File: src/mult_pkg.sv
package mult_pkg;

    // datapath widths
    localparam int XLEN = 32;
    typedef logic [XLEN-1:0] data_t;

    // two extra bits so signed and unsigned operands share one signed multiplier
    localparam int PP_WIDTH = XLEN + 2;
    localparam int NUM_PP = PP_WIDTH / 2;
    localparam int ROW_WIDTH = 2 * PP_WIDTH;
    typedef logic [ROW_WIDTH-1:0] row_t;

    // operation codes
    typedef logic [1:0] mult_op_t;
    localparam mult_op_t MULT_MUL = 2'd0;
    localparam mult_op_t MULT_MULH = 2'd1;
    localparam mult_op_t MULT_MULHSU = 2'd2;
    localparam mult_op_t MULT_MULHU = 2'd3;

    // reorder buffer index, msb is the wrap flag
    localparam int ROB_WIDTH = 6;
    typedef logic [ROB_WIDTH-1:0] rob_idx_t;

    localparam int PREG_WIDTH = 6;
    typedef logic [PREG_WIDTH-1:0] preg_t;

    // register block address map
    localparam int AXIL_ADDR_W = 4;
    localparam logic [AXIL_ADDR_W-1:0] CSR_CTRL = 4'h0;
    localparam logic [AXIL_ADDR_W-1:0] CSR_RETIRED = 4'h4;
    localparam logic [AXIL_ADDR_W-1:0] CSR_CANCELLED = 4'h8;
    localparam logic [1:0] AXIL_RESP_OKAY = 2'b00;

    // true when a was allocated after b in the circular reorder buffer
    function automatic logic rob_younger(rob_idx_t a, rob_idx_t b);
        if (a[ROB_WIDTH-1] == b[ROB_WIDTH-1]) begin
            return a[ROB_WIDTH-2:0] > b[ROB_WIDTH-2:0];
        end
        return a[ROB_WIDTH-2:0] < b[ROB_WIDTH-2:0];
    endfunction

endpackage

File: src/mult_if.sv
interface mult_issue_if;
    import mult_pkg::*;

    logic valid;
    logic ready;
    mult_op_t op;
    data_t rs1;
    data_t rs2;
    preg_t rd;
    logic we;
    rob_idx_t rob_idx;

    modport master (output valid, op, rs1, rs2, rd, we, rob_idx, input ready);
    modport slave (input valid, op, rs1, rs2, rd, we, rob_idx, output ready);
endinterface

interface mult_wb_if;
    import mult_pkg::*;

    // no ready, writeback always takes the result
    logic valid;
    preg_t rd;
    logic we;
    rob_idx_t rob_idx;
    data_t res;

    modport source (output valid, rd, we, rob_idx, res);
    modport sink (input valid, rd, we, rob_idx, res);
endinterface

File: src/axil_if.sv
interface axil_if;
    import mult_pkg::*;

    logic [AXIL_ADDR_W-1:0] awaddr;
    logic awvalid;
    logic awready;
    data_t wdata;
    logic [XLEN/8-1:0] wstrb;
    logic wvalid;
    logic wready;
    logic [1:0] bresp;
    logic bvalid;
    logic bready;
    logic [AXIL_ADDR_W-1:0] araddr;
    logic arvalid;
    logic arready;
    data_t rdata;
    logic [1:0] rresp;
    logic rvalid;
    logic rready;

    modport master (
        output awaddr, awvalid, wdata, wstrb, wvalid, bready, araddr, arvalid, rready,
        input awready, wready, bresp, bvalid, arready, rdata, rresp, rvalid
    );
    modport slave (
        input awaddr, awvalid, wdata, wstrb, wvalid, bready, araddr, arvalid, rready,
        output awready, wready, bresp, bvalid, arready, rdata, rresp, rvalid
    );
endinterface

File: src/booth_pp_gen.sv
module booth_pp_gen (
    input logic [mult_pkg::PP_WIDTH-1:0] multiplicand,
    input logic [mult_pkg::PP_WIDTH-1:0] multiplier,
    output mult_pkg::row_t rows [mult_pkg::NUM_PP]
);
    import mult_pkg::*;

    // multiplier with the implicit zero below bit 0
    logic [PP_WIDTH:0] mult_ext;
    logic [PP_WIDTH-1:0] mcand_x2;
    logic [NUM_PP-1:0] sel_one;
    logic [NUM_PP-1:0] sel_two;
    logic [NUM_PP-1:0] neg;
    logic [PP_WIDTH-1:0] pp [NUM_PP];
    row_t pp_ext [NUM_PP];

    assign mult_ext = {multiplier, 1'b0};
    assign mcand_x2 = {multiplicand[PP_WIDTH-2:0], 1'b0};

    for (genvar i = 0; i < NUM_PP; i++) begin : g_digit
        logic [2:0] y;

        // overlapping triplet y[i+1], y[i], y[i-1]
        assign y = mult_ext[2*i +: 3];

        // digit magnitude one, magnitude two, and sign
        assign sel_one[i] = y[0] ^ y[1];
        assign sel_two[i] = (y[1] & y[0] & ~y[2]) | (~y[1] & ~y[0] & y[2]);
        assign neg[i] = y[2] & ~(y[1] & y[0]);

        // negative digits give the one's complement here, the +1 goes in the next row
        assign pp[i] = {PP_WIDTH{neg[i]}} ^
                       (({PP_WIDTH{sel_one[i]}} & multiplicand) |
                        ({PP_WIDTH{sel_two[i]}} & mcand_x2));

        assign pp_ext[i] = {{(ROW_WIDTH-PP_WIDTH){pp[i][PP_WIDTH-1]}}, pp[i]};

        if (i == 0) begin : g_first
            assign rows[i] = pp_ext[i];
        end else begin : g_next
            // row i weighs 4^i, the previous row's correction sits at bit 2i-2
            assign rows[i] = (pp_ext[i] << (2 * i)) |
                             (row_t'(neg[i-1]) << (2 * i - 2));
        end
    end

    // the top digit is never negative because of the two extension bits,
    // so no correction row is needed after the last one

endmodule

File: src/csa_tree.sv
module csa_tree (
    input logic clk,
    input mult_pkg::row_t rows [mult_pkg::NUM_PP],
    output mult_pkg::row_t sum_row,
    output mult_pkg::row_t carry_row
);
    import mult_pkg::*;

    typedef row_t level_t [NUM_PP];

    level_t lvl1;
    level_t lvl2;
    level_t stage1_q;
    level_t lvl3;
    level_t lvl4;
    level_t lvl5;
    level_t stage2_q;
    level_t lvl6;

    // live row count after a number of 3:2 levels, 17 12 8 6 4 3 2
    function automatic int rows_after(int levels);
        int n;
        n = NUM_PP;
        for (int l = 0; l < levels; l++) begin
            n = 2 * (n / 3) + n % 3;
        end
        return n;
    endfunction

    // one level of 3:2 compressors over the first n rows, leftovers pass through
    function automatic level_t reduce_level(level_t a, int n);
        level_t r;
        int m;
        r = '{default: '0};
        m = n / 3;
        for (int k = 0; k < NUM_PP / 3; k++) begin
            if (k < m) begin
                r[2*k] = a[3*k] ^ a[3*k+1] ^ a[3*k+2];
                // carry out of the top bit falls off, result is mod 2^ROW_WIDTH
                r[2*k+1] = ((a[3*k] & a[3*k+1]) |
                            (a[3*k] & a[3*k+2]) |
                            (a[3*k+1] & a[3*k+2])) << 1;
            end
        end
        for (int k = 0; k < NUM_PP; k++) begin
            if (k >= 3 * m && k < n) begin
                r[k-m] = a[k];
            end
        end
        return r;
    endfunction

    // levels 1 and 2 in the issue cycle
    always_comb begin
        lvl1 = reduce_level(rows, rows_after(0));
        lvl2 = reduce_level(lvl1, rows_after(1));
    end

    // levels 3 to 5 in the middle cycle
    always_comb begin
        lvl3 = reduce_level(stage1_q, rows_after(2));
        lvl4 = reduce_level(lvl3, rows_after(3));
        lvl5 = reduce_level(lvl4, rows_after(4));
    end

    // last level feeds the final adder in the writeback cycle
    always_comb begin
        lvl6 = reduce_level(stage2_q, rows_after(5));
    end

    always_ff @(posedge clk) begin
        stage1_q <= lvl2;
        stage2_q <= lvl5;
    end

    assign sum_row = lvl6[0];
    assign carry_row = lvl6[1];

endmodule

File: src/mult_unit.sv
module mult_unit (
    input logic clk,
    input logic reset,
    mult_issue_if.slave issue,
    mult_wb_if.source wb,
    input logic enable,
    input logic redirect,
    input mult_pkg::rob_idx_t redirect_idx,
    output logic wakeup_valid,
    output logic wakeup_we,
    output mult_pkg::preg_t wakeup_rd,
    output logic retire_pulse,
    output logic cancel_pulse
);
    import mult_pkg::*;

    logic fire;
    logic sext1;
    logic sext2;
    logic sel_high;
    logic [PP_WIDTH-1:0] opa;
    logic [PP_WIDTH-1:0] opb;
    row_t rows [NUM_PP];
    row_t sum_row;
    row_t carry_row;
    row_t product;

    logic s1_valid;
    logic s1_sel_high;
    preg_t s1_rd;
    logic s1_we;
    rob_idx_t s1_rob_idx;

    logic s2_valid;
    logic s2_sel_high;
    preg_t s2_rd;
    logic s2_we;
    rob_idx_t s2_rob_idx;

    logic flushed;

    assign issue.ready = enable;
    assign fire = issue.valid & issue.ready;

    // rs1 is signed except for MULHU, rs2 only for MUL and MULH
    assign sext1 = issue.op != MULT_MULHU;
    assign sext2 = (issue.op == MULT_MUL) || (issue.op == MULT_MULH);
    assign sel_high = issue.op != MULT_MUL;

    assign opa = {{2{sext1 & issue.rs1[XLEN-1]}}, issue.rs1};
    assign opb = {{2{sext2 & issue.rs2[XLEN-1]}}, issue.rs2};

    // consumers can be scheduled as soon as the op is accepted
    assign wakeup_valid = fire;
    assign wakeup_we = issue.we;
    assign wakeup_rd = issue.rd;

    booth_pp_gen pp_gen_i (
        .multiplicand (opa),
        .multiplier   (opb),
        .rows         (rows)
    );

    csa_tree tree_i (
        .clk       (clk),
        .rows      (rows),
        .sum_row   (sum_row),
        .carry_row (carry_row)
    );

    // control follows the tree registers stage for stage
    always_ff @(posedge clk) begin
        if (reset) begin
            s1_valid <= 1'b0;
            s2_valid <= 1'b0;
        end else begin
            s1_valid <= fire;
            s2_valid <= s1_valid;
        end
    end

    always_ff @(posedge clk) begin
        s1_sel_high <= sel_high;
        s1_rd <= issue.rd;
        s1_we <= issue.we;
        s1_rob_idx <= issue.rob_idx;
        s2_sel_high <= s1_sel_high;
        s2_rd <= s1_rd;
        s2_we <= s1_we;
        s2_rob_idx <= s1_rob_idx;
    end

    assign product = sum_row + carry_row;

    // only results on the wrong path of this cycle's redirect are dropped
    assign flushed = redirect & rob_younger(s2_rob_idx, redirect_idx);

    assign wb.valid = s2_valid & ~flushed;
    assign wb.rd = s2_rd;
    assign wb.we = s2_we;
    assign wb.rob_idx = s2_rob_idx;
    assign wb.res = s2_sel_high ? product[2*XLEN-1:XLEN] : product[XLEN-1:0];

    assign retire_pulse = wb.valid;
    assign cancel_pulse = s2_valid & flushed;

endmodule

File: src/mult_csr.sv
module mult_csr (
    input logic clk,
    input logic reset,
    axil_if.slave bus,
    output logic enable,
    input logic retire_pulse,
    input logic cancel_pulse
);
    import mult_pkg::*;

    logic aw_hs;
    logic w_hs;
    logic ar_hs;
    logic aw_pend;
    logic w_pend;
    logic wr_fire;
    logic [AXIL_ADDR_W-1:0] aw_addr_q;
    data_t w_data_q;
    logic [XLEN/8-1:0] w_strb_q;
    logic [AXIL_ADDR_W-1:0] wr_addr;
    data_t wr_data;
    logic [XLEN/8-1:0] wr_strb;
    data_t retired_cnt;
    data_t cancelled_cnt;

    // each channel takes one beat, then waits for its partner
    assign bus.awready = ~bus.bvalid & ~aw_pend;
    assign bus.wready = ~bus.bvalid & ~w_pend;
    assign bus.arready = ~bus.rvalid;
    assign bus.bresp = AXIL_RESP_OKAY;
    assign bus.rresp = AXIL_RESP_OKAY;

    assign aw_hs = bus.awvalid & bus.awready;
    assign w_hs = bus.wvalid & bus.wready;
    assign ar_hs = bus.arvalid & bus.arready;

    assign wr_fire = (aw_pend | aw_hs) & (w_pend | w_hs);
    assign wr_addr = aw_pend ? aw_addr_q : bus.awaddr;
    assign wr_data = w_pend ? w_data_q : bus.wdata;
    assign wr_strb = w_pend ? w_strb_q : bus.wstrb;

    always_ff @(posedge clk) begin
        if (aw_hs) begin
            aw_addr_q <= bus.awaddr;
        end
        if (w_hs) begin
            w_data_q <= bus.wdata;
            w_strb_q <= bus.wstrb;
        end
    end

    always_ff @(posedge clk) begin
        if (reset) begin
            aw_pend <= 1'b0;
            w_pend <= 1'b0;
            bus.bvalid <= 1'b0;
        end else begin
            aw_pend <= ~wr_fire & (aw_pend | aw_hs);
            w_pend <= ~wr_fire & (w_pend | w_hs);
            if (wr_fire) begin
                bus.bvalid <= 1'b1;
            end else if (bus.bready) begin
                bus.bvalid <= 1'b0;
            end
        end
    end

    // a write to a counter clears it even if an event lands in the same cycle
    always_ff @(posedge clk) begin
        if (reset) begin
            enable <= 1'b1;
            retired_cnt <= '0;
            cancelled_cnt <= '0;
        end else begin
            if (wr_fire && wr_addr == CSR_CTRL && wr_strb[0]) begin
                enable <= wr_data[0];
            end
            if (wr_fire && wr_addr == CSR_RETIRED) begin
                retired_cnt <= '0;
            end else if (retire_pulse) begin
                retired_cnt <= retired_cnt + 1'b1;
            end
            if (wr_fire && wr_addr == CSR_CANCELLED) begin
                cancelled_cnt <= '0;
            end else if (cancel_pulse) begin
                cancelled_cnt <= cancelled_cnt + 1'b1;
            end
        end
    end

    always_ff @(posedge clk) begin
        if (reset) begin
            bus.rvalid <= 1'b0;
        end else if (ar_hs) begin
            bus.rvalid <= 1'b1;
        end else if (bus.rready) begin
            bus.rvalid <= 1'b0;
        end
    end

    // read data is sampled at address acceptance and held with rvalid
    always_ff @(posedge clk) begin
        if (ar_hs) begin
            case (bus.araddr)
                CSR_CTRL: bus.rdata <= {{(XLEN-1){1'b0}}, enable};
                CSR_RETIRED: bus.rdata <= retired_cnt;
                CSR_CANCELLED: bus.rdata <= cancelled_cnt;
                default: bus.rdata <= '0;
            endcase
        end
    end

endmodule

File: src/mult_top.sv
module mult_top (
    input logic clk,
    input logic reset,
    input logic issue_valid,
    output logic issue_ready,
    input mult_pkg::mult_op_t issue_op,
    input mult_pkg::data_t issue_rs1,
    input mult_pkg::data_t issue_rs2,
    input mult_pkg::preg_t issue_rd,
    input logic issue_we,
    input mult_pkg::rob_idx_t issue_rob_idx,
    output logic wb_valid,
    output mult_pkg::preg_t wb_rd,
    output logic wb_we,
    output mult_pkg::rob_idx_t wb_rob_idx,
    output mult_pkg::data_t wb_res,
    output logic wakeup_valid,
    output logic wakeup_we,
    output mult_pkg::preg_t wakeup_rd,
    input logic redirect,
    input mult_pkg::rob_idx_t redirect_idx,
    input logic [mult_pkg::AXIL_ADDR_W-1:0] s_axil_awaddr,
    input logic s_axil_awvalid,
    output logic s_axil_awready,
    input mult_pkg::data_t s_axil_wdata,
    input logic [mult_pkg::XLEN/8-1:0] s_axil_wstrb,
    input logic s_axil_wvalid,
    output logic s_axil_wready,
    output logic [1:0] s_axil_bresp,
    output logic s_axil_bvalid,
    input logic s_axil_bready,
    input logic [mult_pkg::AXIL_ADDR_W-1:0] s_axil_araddr,
    input logic s_axil_arvalid,
    output logic s_axil_arready,
    output mult_pkg::data_t s_axil_rdata,
    output logic [1:0] s_axil_rresp,
    output logic s_axil_rvalid,
    input logic s_axil_rready
);
    logic enable;
    logic retire_pulse;
    logic cancel_pulse;

    mult_issue_if issue_bus ();
    mult_wb_if wb_bus ();
    axil_if axil_bus ();

    assign issue_bus.valid = issue_valid;
    assign issue_bus.op = issue_op;
    assign issue_bus.rs1 = issue_rs1;
    assign issue_bus.rs2 = issue_rs2;
    assign issue_bus.rd = issue_rd;
    assign issue_bus.we = issue_we;
    assign issue_bus.rob_idx = issue_rob_idx;
    assign issue_ready = issue_bus.ready;

    assign wb_valid = wb_bus.valid;
    assign wb_rd = wb_bus.rd;
    assign wb_we = wb_bus.we;
    assign wb_rob_idx = wb_bus.rob_idx;
    assign wb_res = wb_bus.res;

    // the outside world is the bus master
    assign axil_bus.awaddr = s_axil_awaddr;
    assign axil_bus.awvalid = s_axil_awvalid;
    assign axil_bus.wdata = s_axil_wdata;
    assign axil_bus.wstrb = s_axil_wstrb;
    assign axil_bus.wvalid = s_axil_wvalid;
    assign axil_bus.bready = s_axil_bready;
    assign axil_bus.araddr = s_axil_araddr;
    assign axil_bus.arvalid = s_axil_arvalid;
    assign axil_bus.rready = s_axil_rready;
    assign s_axil_awready = axil_bus.awready;
    assign s_axil_wready = axil_bus.wready;
    assign s_axil_bresp = axil_bus.bresp;
    assign s_axil_bvalid = axil_bus.bvalid;
    assign s_axil_arready = axil_bus.arready;
    assign s_axil_rdata = axil_bus.rdata;
    assign s_axil_rresp = axil_bus.rresp;
    assign s_axil_rvalid = axil_bus.rvalid;

    mult_unit unit_i (
        .clk          (clk),
        .reset        (reset),
        .issue        (issue_bus.slave),
        .wb           (wb_bus.source),
        .enable       (enable),
        .redirect     (redirect),
        .redirect_idx (redirect_idx),
        .wakeup_valid (wakeup_valid),
        .wakeup_we    (wakeup_we),
        .wakeup_rd    (wakeup_rd),
        .retire_pulse (retire_pulse),
        .cancel_pulse (cancel_pulse)
    );

    mult_csr csr_i (
        .clk          (clk),
        .reset        (reset),
        .bus          (axil_bus.slave),
        .enable       (enable),
        .retire_pulse (retire_pulse),
        .cancel_pulse (cancel_pulse)
    );

endmodule

File: config.mk
export PLATFORM = sky130hd
export DESIGN_NAME = mult_top
export DESIGN_NICKNAME = d
export VERILOG_FILES = /design/src/mult_pkg.sv /design/src/mult_if.sv /design/src/axil_if.sv /design/src/booth_pp_gen.sv /design/src/csa_tree.sv /design/src/mult_unit.sv /design/src/mult_csr.sv /design/src/mult_top.sv
export SDC_FILE = /design/constraint.sdc
export NUM_CORES = 2
export LEC_CHECK = 0
export ABC_AREA = 0
export BUFFER_PORTS_ARGS = -buffer_cell sky130_fd_sc_hd__clkbuf_2
export CORE_ASPECT_RATIO = 0.8
export CORE_MARGIN = 2
export CORE_UTILIZATION = 43
export DETAILED_ROUTE_END_ITERATION = 10
export GPL_TIMING_DRIVEN = 1
export PLACE_DENSITY = 0.57
export SLEW_MARGIN = 20
export SYNTH_ARGS = -nofsm -noshare
export SYNTH_HDL_FRONTEND = slang
export SYNTH_SLANG_ARGS = --single-unit
File: constraint.sdc
create_clock -name clk -period 8.68 [get_ports clk]
set_clock_uncertainty 0.15 [all_clocks]
set_input_delay 1.302 -clock clk [delete_from_list [all_inputs] [get_ports clk]]
set_output_delay 1.302 -clock clk [all_outputs]
set_load 0.03 [all_outputs]
* After elaboration in Yosys (flattened, before gate mapping)
Cells that the tools add are included.
** Cells by class
- $add $sub $neg :: 3
- Multiply operators :: 0
- Divide/modulo/power cells :: 0
- Order comparisons :: 2
- Eq/ne operators :: 7
- Shifts and indexed selects :: 0
- Mux-type cells :: 12
- Bitwise gates (word level) :: 373
- Reduce and logical (&&, ||, !) cells :: 13
** Operators with widths (number)
- 63-bit AND :: 45
- 64-bit XOR :: 30
- 63-bit bitwise OR :: 30
- 34-bit AND :: 32
- 34-bit bitwise OR :: 16
- 34-bit XOR :: 16
- 32-bit one-hot mux with 3 select lines :: 1
- 1-bit AND :: 95
- 32-bit by 1-bit adder with 32-bit output, second input constant :: 2
- 64-bit adder :: 1
- 32-bit AND :: 2
- 64-bit by 1-bit bitwise OR with 64-bit output :: 1
- 64-bit by 11-bit bitwise OR with 64-bit output :: 1
- 64-bit by 13-bit bitwise OR with 64-bit output :: 1
- 64-bit by 15-bit bitwise OR with 64-bit output :: 1
- 64-bit by 17-bit bitwise OR with 64-bit output :: 1
- 64-bit by 19-bit bitwise OR with 64-bit output :: 1
- 64-bit by 21-bit bitwise OR with 64-bit output :: 1
- 64-bit by 23-bit bitwise OR with 64-bit output :: 1
- 64-bit by 25-bit bitwise OR with 64-bit output :: 1
- 64-bit by 27-bit bitwise OR with 64-bit output :: 1
- 64-bit by 29-bit bitwise OR with 64-bit output :: 1
- 64-bit by 3-bit bitwise OR with 64-bit output :: 1
- 64-bit by 31-bit bitwise OR with 64-bit output :: 1
- other kinds (24) :: 127
** Storage, ports and cells
- Flip-flop bits (word level) :: 835
- Bits in latches :: 0
- RAM bits :: 0
- Bits in read-only memories :: 0
- Input bits :: 138
- Output and inout port bits :: 96
- Logic and storage cells :: 442
- Memories kept :: 0

* Depth between registers and ports, before layout
- Word-level depth :: 14
- Mapped depth :: 13
- Gate-level depth less buffers :: 13

* Cells and area by module
A second synthesis with hierarchy kept.
** Second synthesis, totals
- Cell total of the unflattened synthesis :: 8014
- Area total of the unflattened synthesis :: 73782.0 um^2
** By module, submodules not included
- csa_tree :: instances 1, cells an instance 3118, area an instance 40124.7 um^2, seq. area each 14814.2 um^2
- booth_pp_gen :: instances 1, cells an instance 3753, area an instance 23790.3 um^2, seq. area each 0.0 um^2
- mult_unit :: instances 1, cells an instance 674, area an instance 5081.1 um^2, seq. area each 600.6 um^2
- mult_csr :: instances 1, cells an instance 469, area an instance 4785.8 um^2, seq. area each 2522.4 um^2

* Worst setup path after synthesis
Ideal clock, no wire load.
- Path kind :: register to output
- Start point :: register unit_i.tree_i.stage2_q[980] (netlist bit)
- End point :: output wb_res[29]
- Arrival :: 3.502 ns
- Data required time :: 7.228 ns
- Setup slack :: 3.726 ns
- Cell stages (with the launch flop) :: 14
- Path buffers :: 1
- Path through :: dfxtp_1 fa_1 ha_1 buf_2 nand4_1 nor4_2 a221oi_1 o21a_1 a2111oi_4 o2111a_2 o21ai_2 o31a_1 xnor2_1 a21oi_1
** On the way
- Longest elaborated chain between the ends :: 5
- Elaborated cells on any way between the ends :: 7
- Classes of those cells :: add/sub: 1; mux: 1; bitwise: 5
** RTL lines
- start: declaration :: line csa_tree.sv:17 : level_t stage2_q;
- start signal: assignment :: line csa_tree.sv:73 : stage2_q <= lvl5;
- 63-bit AND :: line csa_tree.sv:41 : (a[3*k] & a[3*k+2]) |
- 63-bit bitwise OR :: line csa_tree.sv:40 : r[2*k+1] = ((a[3*k] & a[3*k+1]) |
- 63-bit bitwise OR :: line csa_tree.sv:41
- 64-bit adder (*) :: line mult_unit.sv:93 : assign product = sum_row + carry_row;
- 32-bit 2-to-1 mux (*) :: line mult_unit.sv:102 : assign wb.res = s2_sel_high ? product[2*XLEN-1:XLEN] : product[XLEN-1:0];
- end: declaration :: line mult_top.sv:16 : output mult_pkg::data_t wb_res,
Every way passes the cells marked *; elsewhere a longest branch is shown, timed or not.

* Worst setup path in the final report
- Start point :: register unit_i.tree_i.stage2_q[980] (netlist bit)
- End point :: output wb_res[17]
Same word-level chain as after synthesis.

==> impl_metrics.sql <==
INSERT INTO impl_metrics (metric_group, metric, value, unit) VALUES
('status', 'run_status', 'finished, final reports clean', ''),
('synth', 'synth_top_cells_by_area', 'sky130_fd_sc_hd__dfxtp_1 (27%), sky130_fd_sc_hd__fa_1 (26%), sky130_fd_sc_hd__xnor2_1 (11%)', ''),
('clock_network', 'cts_hold_buf', '0', ''),
('timing', 'timing_worst_slew_pin_value', '1200', 'ps'),
('placement', 'buffer_ports.inserted', '195', ''),
('route', 'drt_pre_antenna_iters', '6', ''),
('timing', 'grt_setup_unrepaired', 'no', ''),
('worst_setup_path', 'cp_slowest_stage_delay', '620', 'ps'),
('synth', 'synth_area_leader_cell', 'sky130_fd_sc_hd__dfxtp_1', ''),
('route', 'final_antenna_net_count', '0', ''),
('clock_network', 'tritoncts_buffer_count', '70', ''),
('synth', 'ys.warnings.count', '0', ''),
('synth', 'synth_top_area_frac', '0.271', ''),
('worst_setup_path', 'path_common_cell', 'sky130_fd_sc_hd__a21oi_1', ''),
('placement', 'gp_congestion', '0.882', ''),
('timing', 'slew_viol_final', '0', ''),
('run', 'maxCapViolations', '0', ''),
('route', 'routed_via_density', '5.62', ''),
('worst_setup_path', 'slowest_stage', 'sky130_fd_sc_hd__fa_1', ''),
('global_route', 'grt_pass1_wl', '200000', 'um'),
('clock_network', 'postCtsResizedCells', '0', ''),
('worst_setup_path', 'path_cells', 'fa_1 -> ha_1 -> nand4_1 -> nor4_2 -> a221oi_1 -> o21a_1 -> a2111oi_4 -> nor2_1 -> o31ai_2 -> a21oi_1 -> xnor2_1 -> a21oi_1 -> clkbuf_2', ''),
('timing', 'final-setup-viol-count', '0', ''),
('worst_setup_path', 'worst_setup_path_end_kind', 'output port', ''),
('floorplanning', 'floorplan.core_area', '100000', 'um^2'),
('synth', 'synth_enable_flop_cells', '38', ''),
('route', 'num_vias', '30400', ''),
('global_route', 'grt_overflow_total', '0', ''),
('placement', 'dpl.hpwl', '90000', 'um'),
('floorplanning', 'placement_rows', '104', ''),
('synth', 'synthArstFlopShare', '0', ''),
('worst_setup_path', 'worst_ep_required_time', '7230', 'ps'),
('route', 'drc_errors', '0', ''),
('timing', 'period_utilization', '0.719', ''),
('synth', 'mappedNetlistArea', '43400', 'um^2'),
('worst_setup_path', 'r2r_start', 'unit_i.wb.rob_idx[3]$_DFF_P_', ''),
('timing', 'report.final.hold_viol_count', '0', ''),
('route', 'routed_wire_length_per_instance', '24.4', 'um'),
('worst_setup_path', 'critical_path.startpoint', 'unit_i.tree_i.stage2_q[980]$_DFF_P_', ''),
('route', 'detail_route.iter0.violations', '3030', ''),
('timing', 'whs', '175', 'ps'),
('timing', 'slew_headroom', '0.200', ''),
('clock_network', 'total_setup_buffers_inserted_after_cts', '0', ''),
('synth', 'yosys.cell_types.count', '77', ''),
('synth', 'synthesis.area_per_instance', '10.6', 'um^2'),
('synth', 'post_synth_inst_count', '4075', ''),
('clock_network', 'clockBufferDepth', '3', ''),
('worst_setup_path', 'worst_setup_path_start_kind', 'register', ''),
('global_route', 'grt_max_degree', '63', ''),
('cells_and_area', 'design.final.nets', '4911', ''),
('floorplanning', 'floorplan.io_pins', '234', ''),
('worst_hold_path', 'worstHoldStart', 'unit_i.s1_rob_idx[4]$_DFF_P_', ''),
('timing', 'timing.setup.tns', '0', 'ps'),
('synth', 'yosys_most_used_dff', 'sky130_fd_sc_hd__dfxtp_1', ''),
('worst_hold_path', 'holdCritPathClass', 'register to register', ''),
('synth', 'synth.ff_latch_count', '624', ''),
('worst_setup_path', 'cp.arrival', '4790', 'ps'),
('global_route', 'antenna_found_initial', '9', ''),
('floorplanning', 'die_h', '288', 'um'),
('cells_and_area', 'drive_gt1_frac', '0.105', ''),
('clock_network', 'cts.sink_count', '624', ''),
('global_route', 'grt_pass1_vias', '31400', ''),
('clock_network', 'clkLatencyLatePin', '640', 'ps'),
('cells_and_area', 'layout_overhead_on_the_synthesized_area', '9.46', '%'),
('floorplanning', 'initial_core_utilization', '0.432', ''),
('worst_setup_path', 'crit_type', 'register to output port', ''),
('timing', 'top_achievable_clock_speed', '160', 'MHz'),
('floorplanning', 'die_width', '359', 'um'),
('worst_setup_path', 'crit_fanout', '9', ''),
('floorplanning', 'die_area', '103000', 'um^2'),
('clock_network', 'cts_tree', 'done', ''),
('clock_network', 'cts_root_buf', 'sky130_fd_sc_hd__clkbuf_16', ''),
('timing', 'min_period', '6240', 'ps'),
('global_route', 'global_route.usage.total', '0.257', ''),
('synth', 'yosysSeqAreaShare', '0.297', ''),
('clock_network', 'htreeDepth', '3', ''),
('clock_network', 'worst_setup_hold_path_clk_slew', '60', 'ps'),
('route', 'totalWireLength', '132000', 'um');
-- worst paths after layout --
kind	end	slack (ps)	cells past startpoint
max	wb_res[17]	2440	13
min	unit_i.wb.rob_idx[4]$_DFF_P_	170	0
max reg2reg	csr_i.cancelled_cnt[27]$_SDFFE_PP0P_	5280	11
min reg2reg	unit_i.wb.rob_idx[4]$_DFF_P_	170	0
-- cells in the mapped netlist (39+ instances only) --
master / count
sky130_fd_sc_hd__nand2_1: 144
sky130_fd_sc_hd__o21ai_0: 75
sky130_fd_sc_hd__fa_1: 566
sky130_fd_sc_hd__ha_1: 170
sky130_fd_sc_hd__nor2_1: 125
sky130_fd_sc_hd__nand3_1: 39
sky130_fd_sc_hd__inv_1: 371
sky130_fd_sc_hd__a21oi_1: 97
sky130_fd_sc_hd__dfxtp_1: 586
sky130_fd_sc_hd__xor2_1: 108
sky130_fd_sc_hd__clkbuf_1: 316
sky130_fd_sc_hd__xnor2_1: 545
sky130_fd_sc_hd__and3_1: 47
sky130_fd_sc_hd__a22oi_1: 465
-- placed cells by master (no fill, tap or decap), types with 7 or more instances in the layout --
cell type,n
sky130_fd_sc_hd__clkinv_2,9
sky130_fd_sc_hd__dfxtp_1,585
sky130_fd_sc_hd__ha_1,163
sky130_fd_sc_hd__o21ai_0,75
sky130_fd_sc_hd__inv_1,371
sky130_fd_sc_hd__nor3_1,15
sky130_fd_sc_hd__mux2_2,25
sky130_fd_sc_hd__clkbuf_16,72
sky130_fd_sc_hd__clkbuf_1,15
sky130_fd_sc_hd__clkbuf_2,193
sky130_fd_sc_hd__fa_1,565
sky130_fd_sc_hd__nand2_1,144
sky130_fd_sc_hd__a31oi_1,8
sky130_fd_sc_hd__o21bai_1,14
sky130_fd_sc_hd__and3_1,47
sky130_fd_sc_hd__a211oi_1,7
sky130_fd_sc_hd__o21a_1,8
sky130_fd_sc_hd__or3_1,11
sky130_fd_sc_hd__o31ai_1,24
sky130_fd_sc_hd__nor2b_1,13
sky130_fd_sc_hd__ha_2,7
sky130_fd_sc_hd__a21o_1,35
sky130_fd_sc_hd__xor2_1,108
sky130_fd_sc_hd__nand2b_2,9
sky130_fd_sc_hd__mux2i_1,12
sky130_fd_sc_hd__xnor2_1,545
sky130_fd_sc_hd__edfxtp_1,38
sky130_fd_sc_hd__nand3_1,39
sky130_fd_sc_hd__nand4_1,22
sky130_fd_sc_hd__a21oi_1,97
sky130_fd_sc_hd__a22oi_1,465
sky130_fd_sc_hd__buf_4,55
sky130_fd_sc_hd__a22o_1,31
sky130_fd_sc_hd__and2_1,11
sky130_fd_sc_hd__nand2b_1,8
sky130_fd_sc_hd__nor2_1,120
-- worst max-delay path: cells and delay by family (launching register included) --
family	cells	cell delay, ps
adders and majority gates	2	1220
AOI/OAI and AO/OA	6	1490
DFF	1	320
and+or+nand+nor	3	700
xor gates and xnor gates	1	160
buffers and inverters	1	260
-- cells by family after synthesis --
| kind of cell | synth area share |
|---|---|
| flip-flops | 0.297 |
| multiplexers | 0.00926 |
| AO/OA/AOI/OAI | 0.135 |
| other | 0.0000865 |
| buffers and inverters | 0.0648 |
| XOR/XNOR | 0.132 |
| adder cells (fa/ha/maj) | 0.310 |
| AND/OR/NAND/NOR | 0.0519 |
-- stage by stage --
stage	std cells	area, um^2	utilization	setup slack [ps]
after detailed placement	5290	45100	0.450	3170
after floorplan	4078	43400	-	3730
final	5413	47500	0.473	2440
after global routing	5413	47500	0.473	2260
after CTS	5412	47500	0.473	2450
after global placement	5289	45100	0.450	3140
-- cell type report --
| cell class | instances | area [um^2] |
|---|---|---|
| Inverter | 372 | 1400 |
| Multi-Input combinational cell | 2718 | 27800 |
| Timing Repair Buffer | 251 | 1410 |
| Tap cell | 1325 | 1660 |
| Clock inverter | 30 | 395 |
| Clock buffer | 92 | 1930 |
| Fill cell | 9227 | 52900 |
| Antenna cell | 1 | 2.50 |
| Sequential cell | 624 | 12900 |
-- metal layers --
metal  vias up  routed length [um]  global-route usage
met5         -                  52                   0
met1     15400               60500               0.374
met4         8                3490              0.0722
met3       213               12900              0.0634
met2      1450               54900               0.377
li1      13400                   -                   -
-- flip-flops by register name (all words and copies together), names as in the netlist, 4 cells and up --
name / cells
unit_i.tree_i.stage1_q: 256
unit_i.tree_i.stage2_q: 159
unit_i.tree_i.lvl3: 72
csr_i.bus.rdata: 32
csr_i.cancelled_cnt: 32
csr_i.retired_cnt: 32
unit_i.s1_rd: 6
unit_i.s1_rob_idx: 6
unit_i.wb.rd: 6
unit_i.wb.rob_idx: 6
csr_i.aw_addr_q: 4
Power is not shown: default switching activity piles up to over one toggle a cycle in this logic, so the estimate is an artifact.
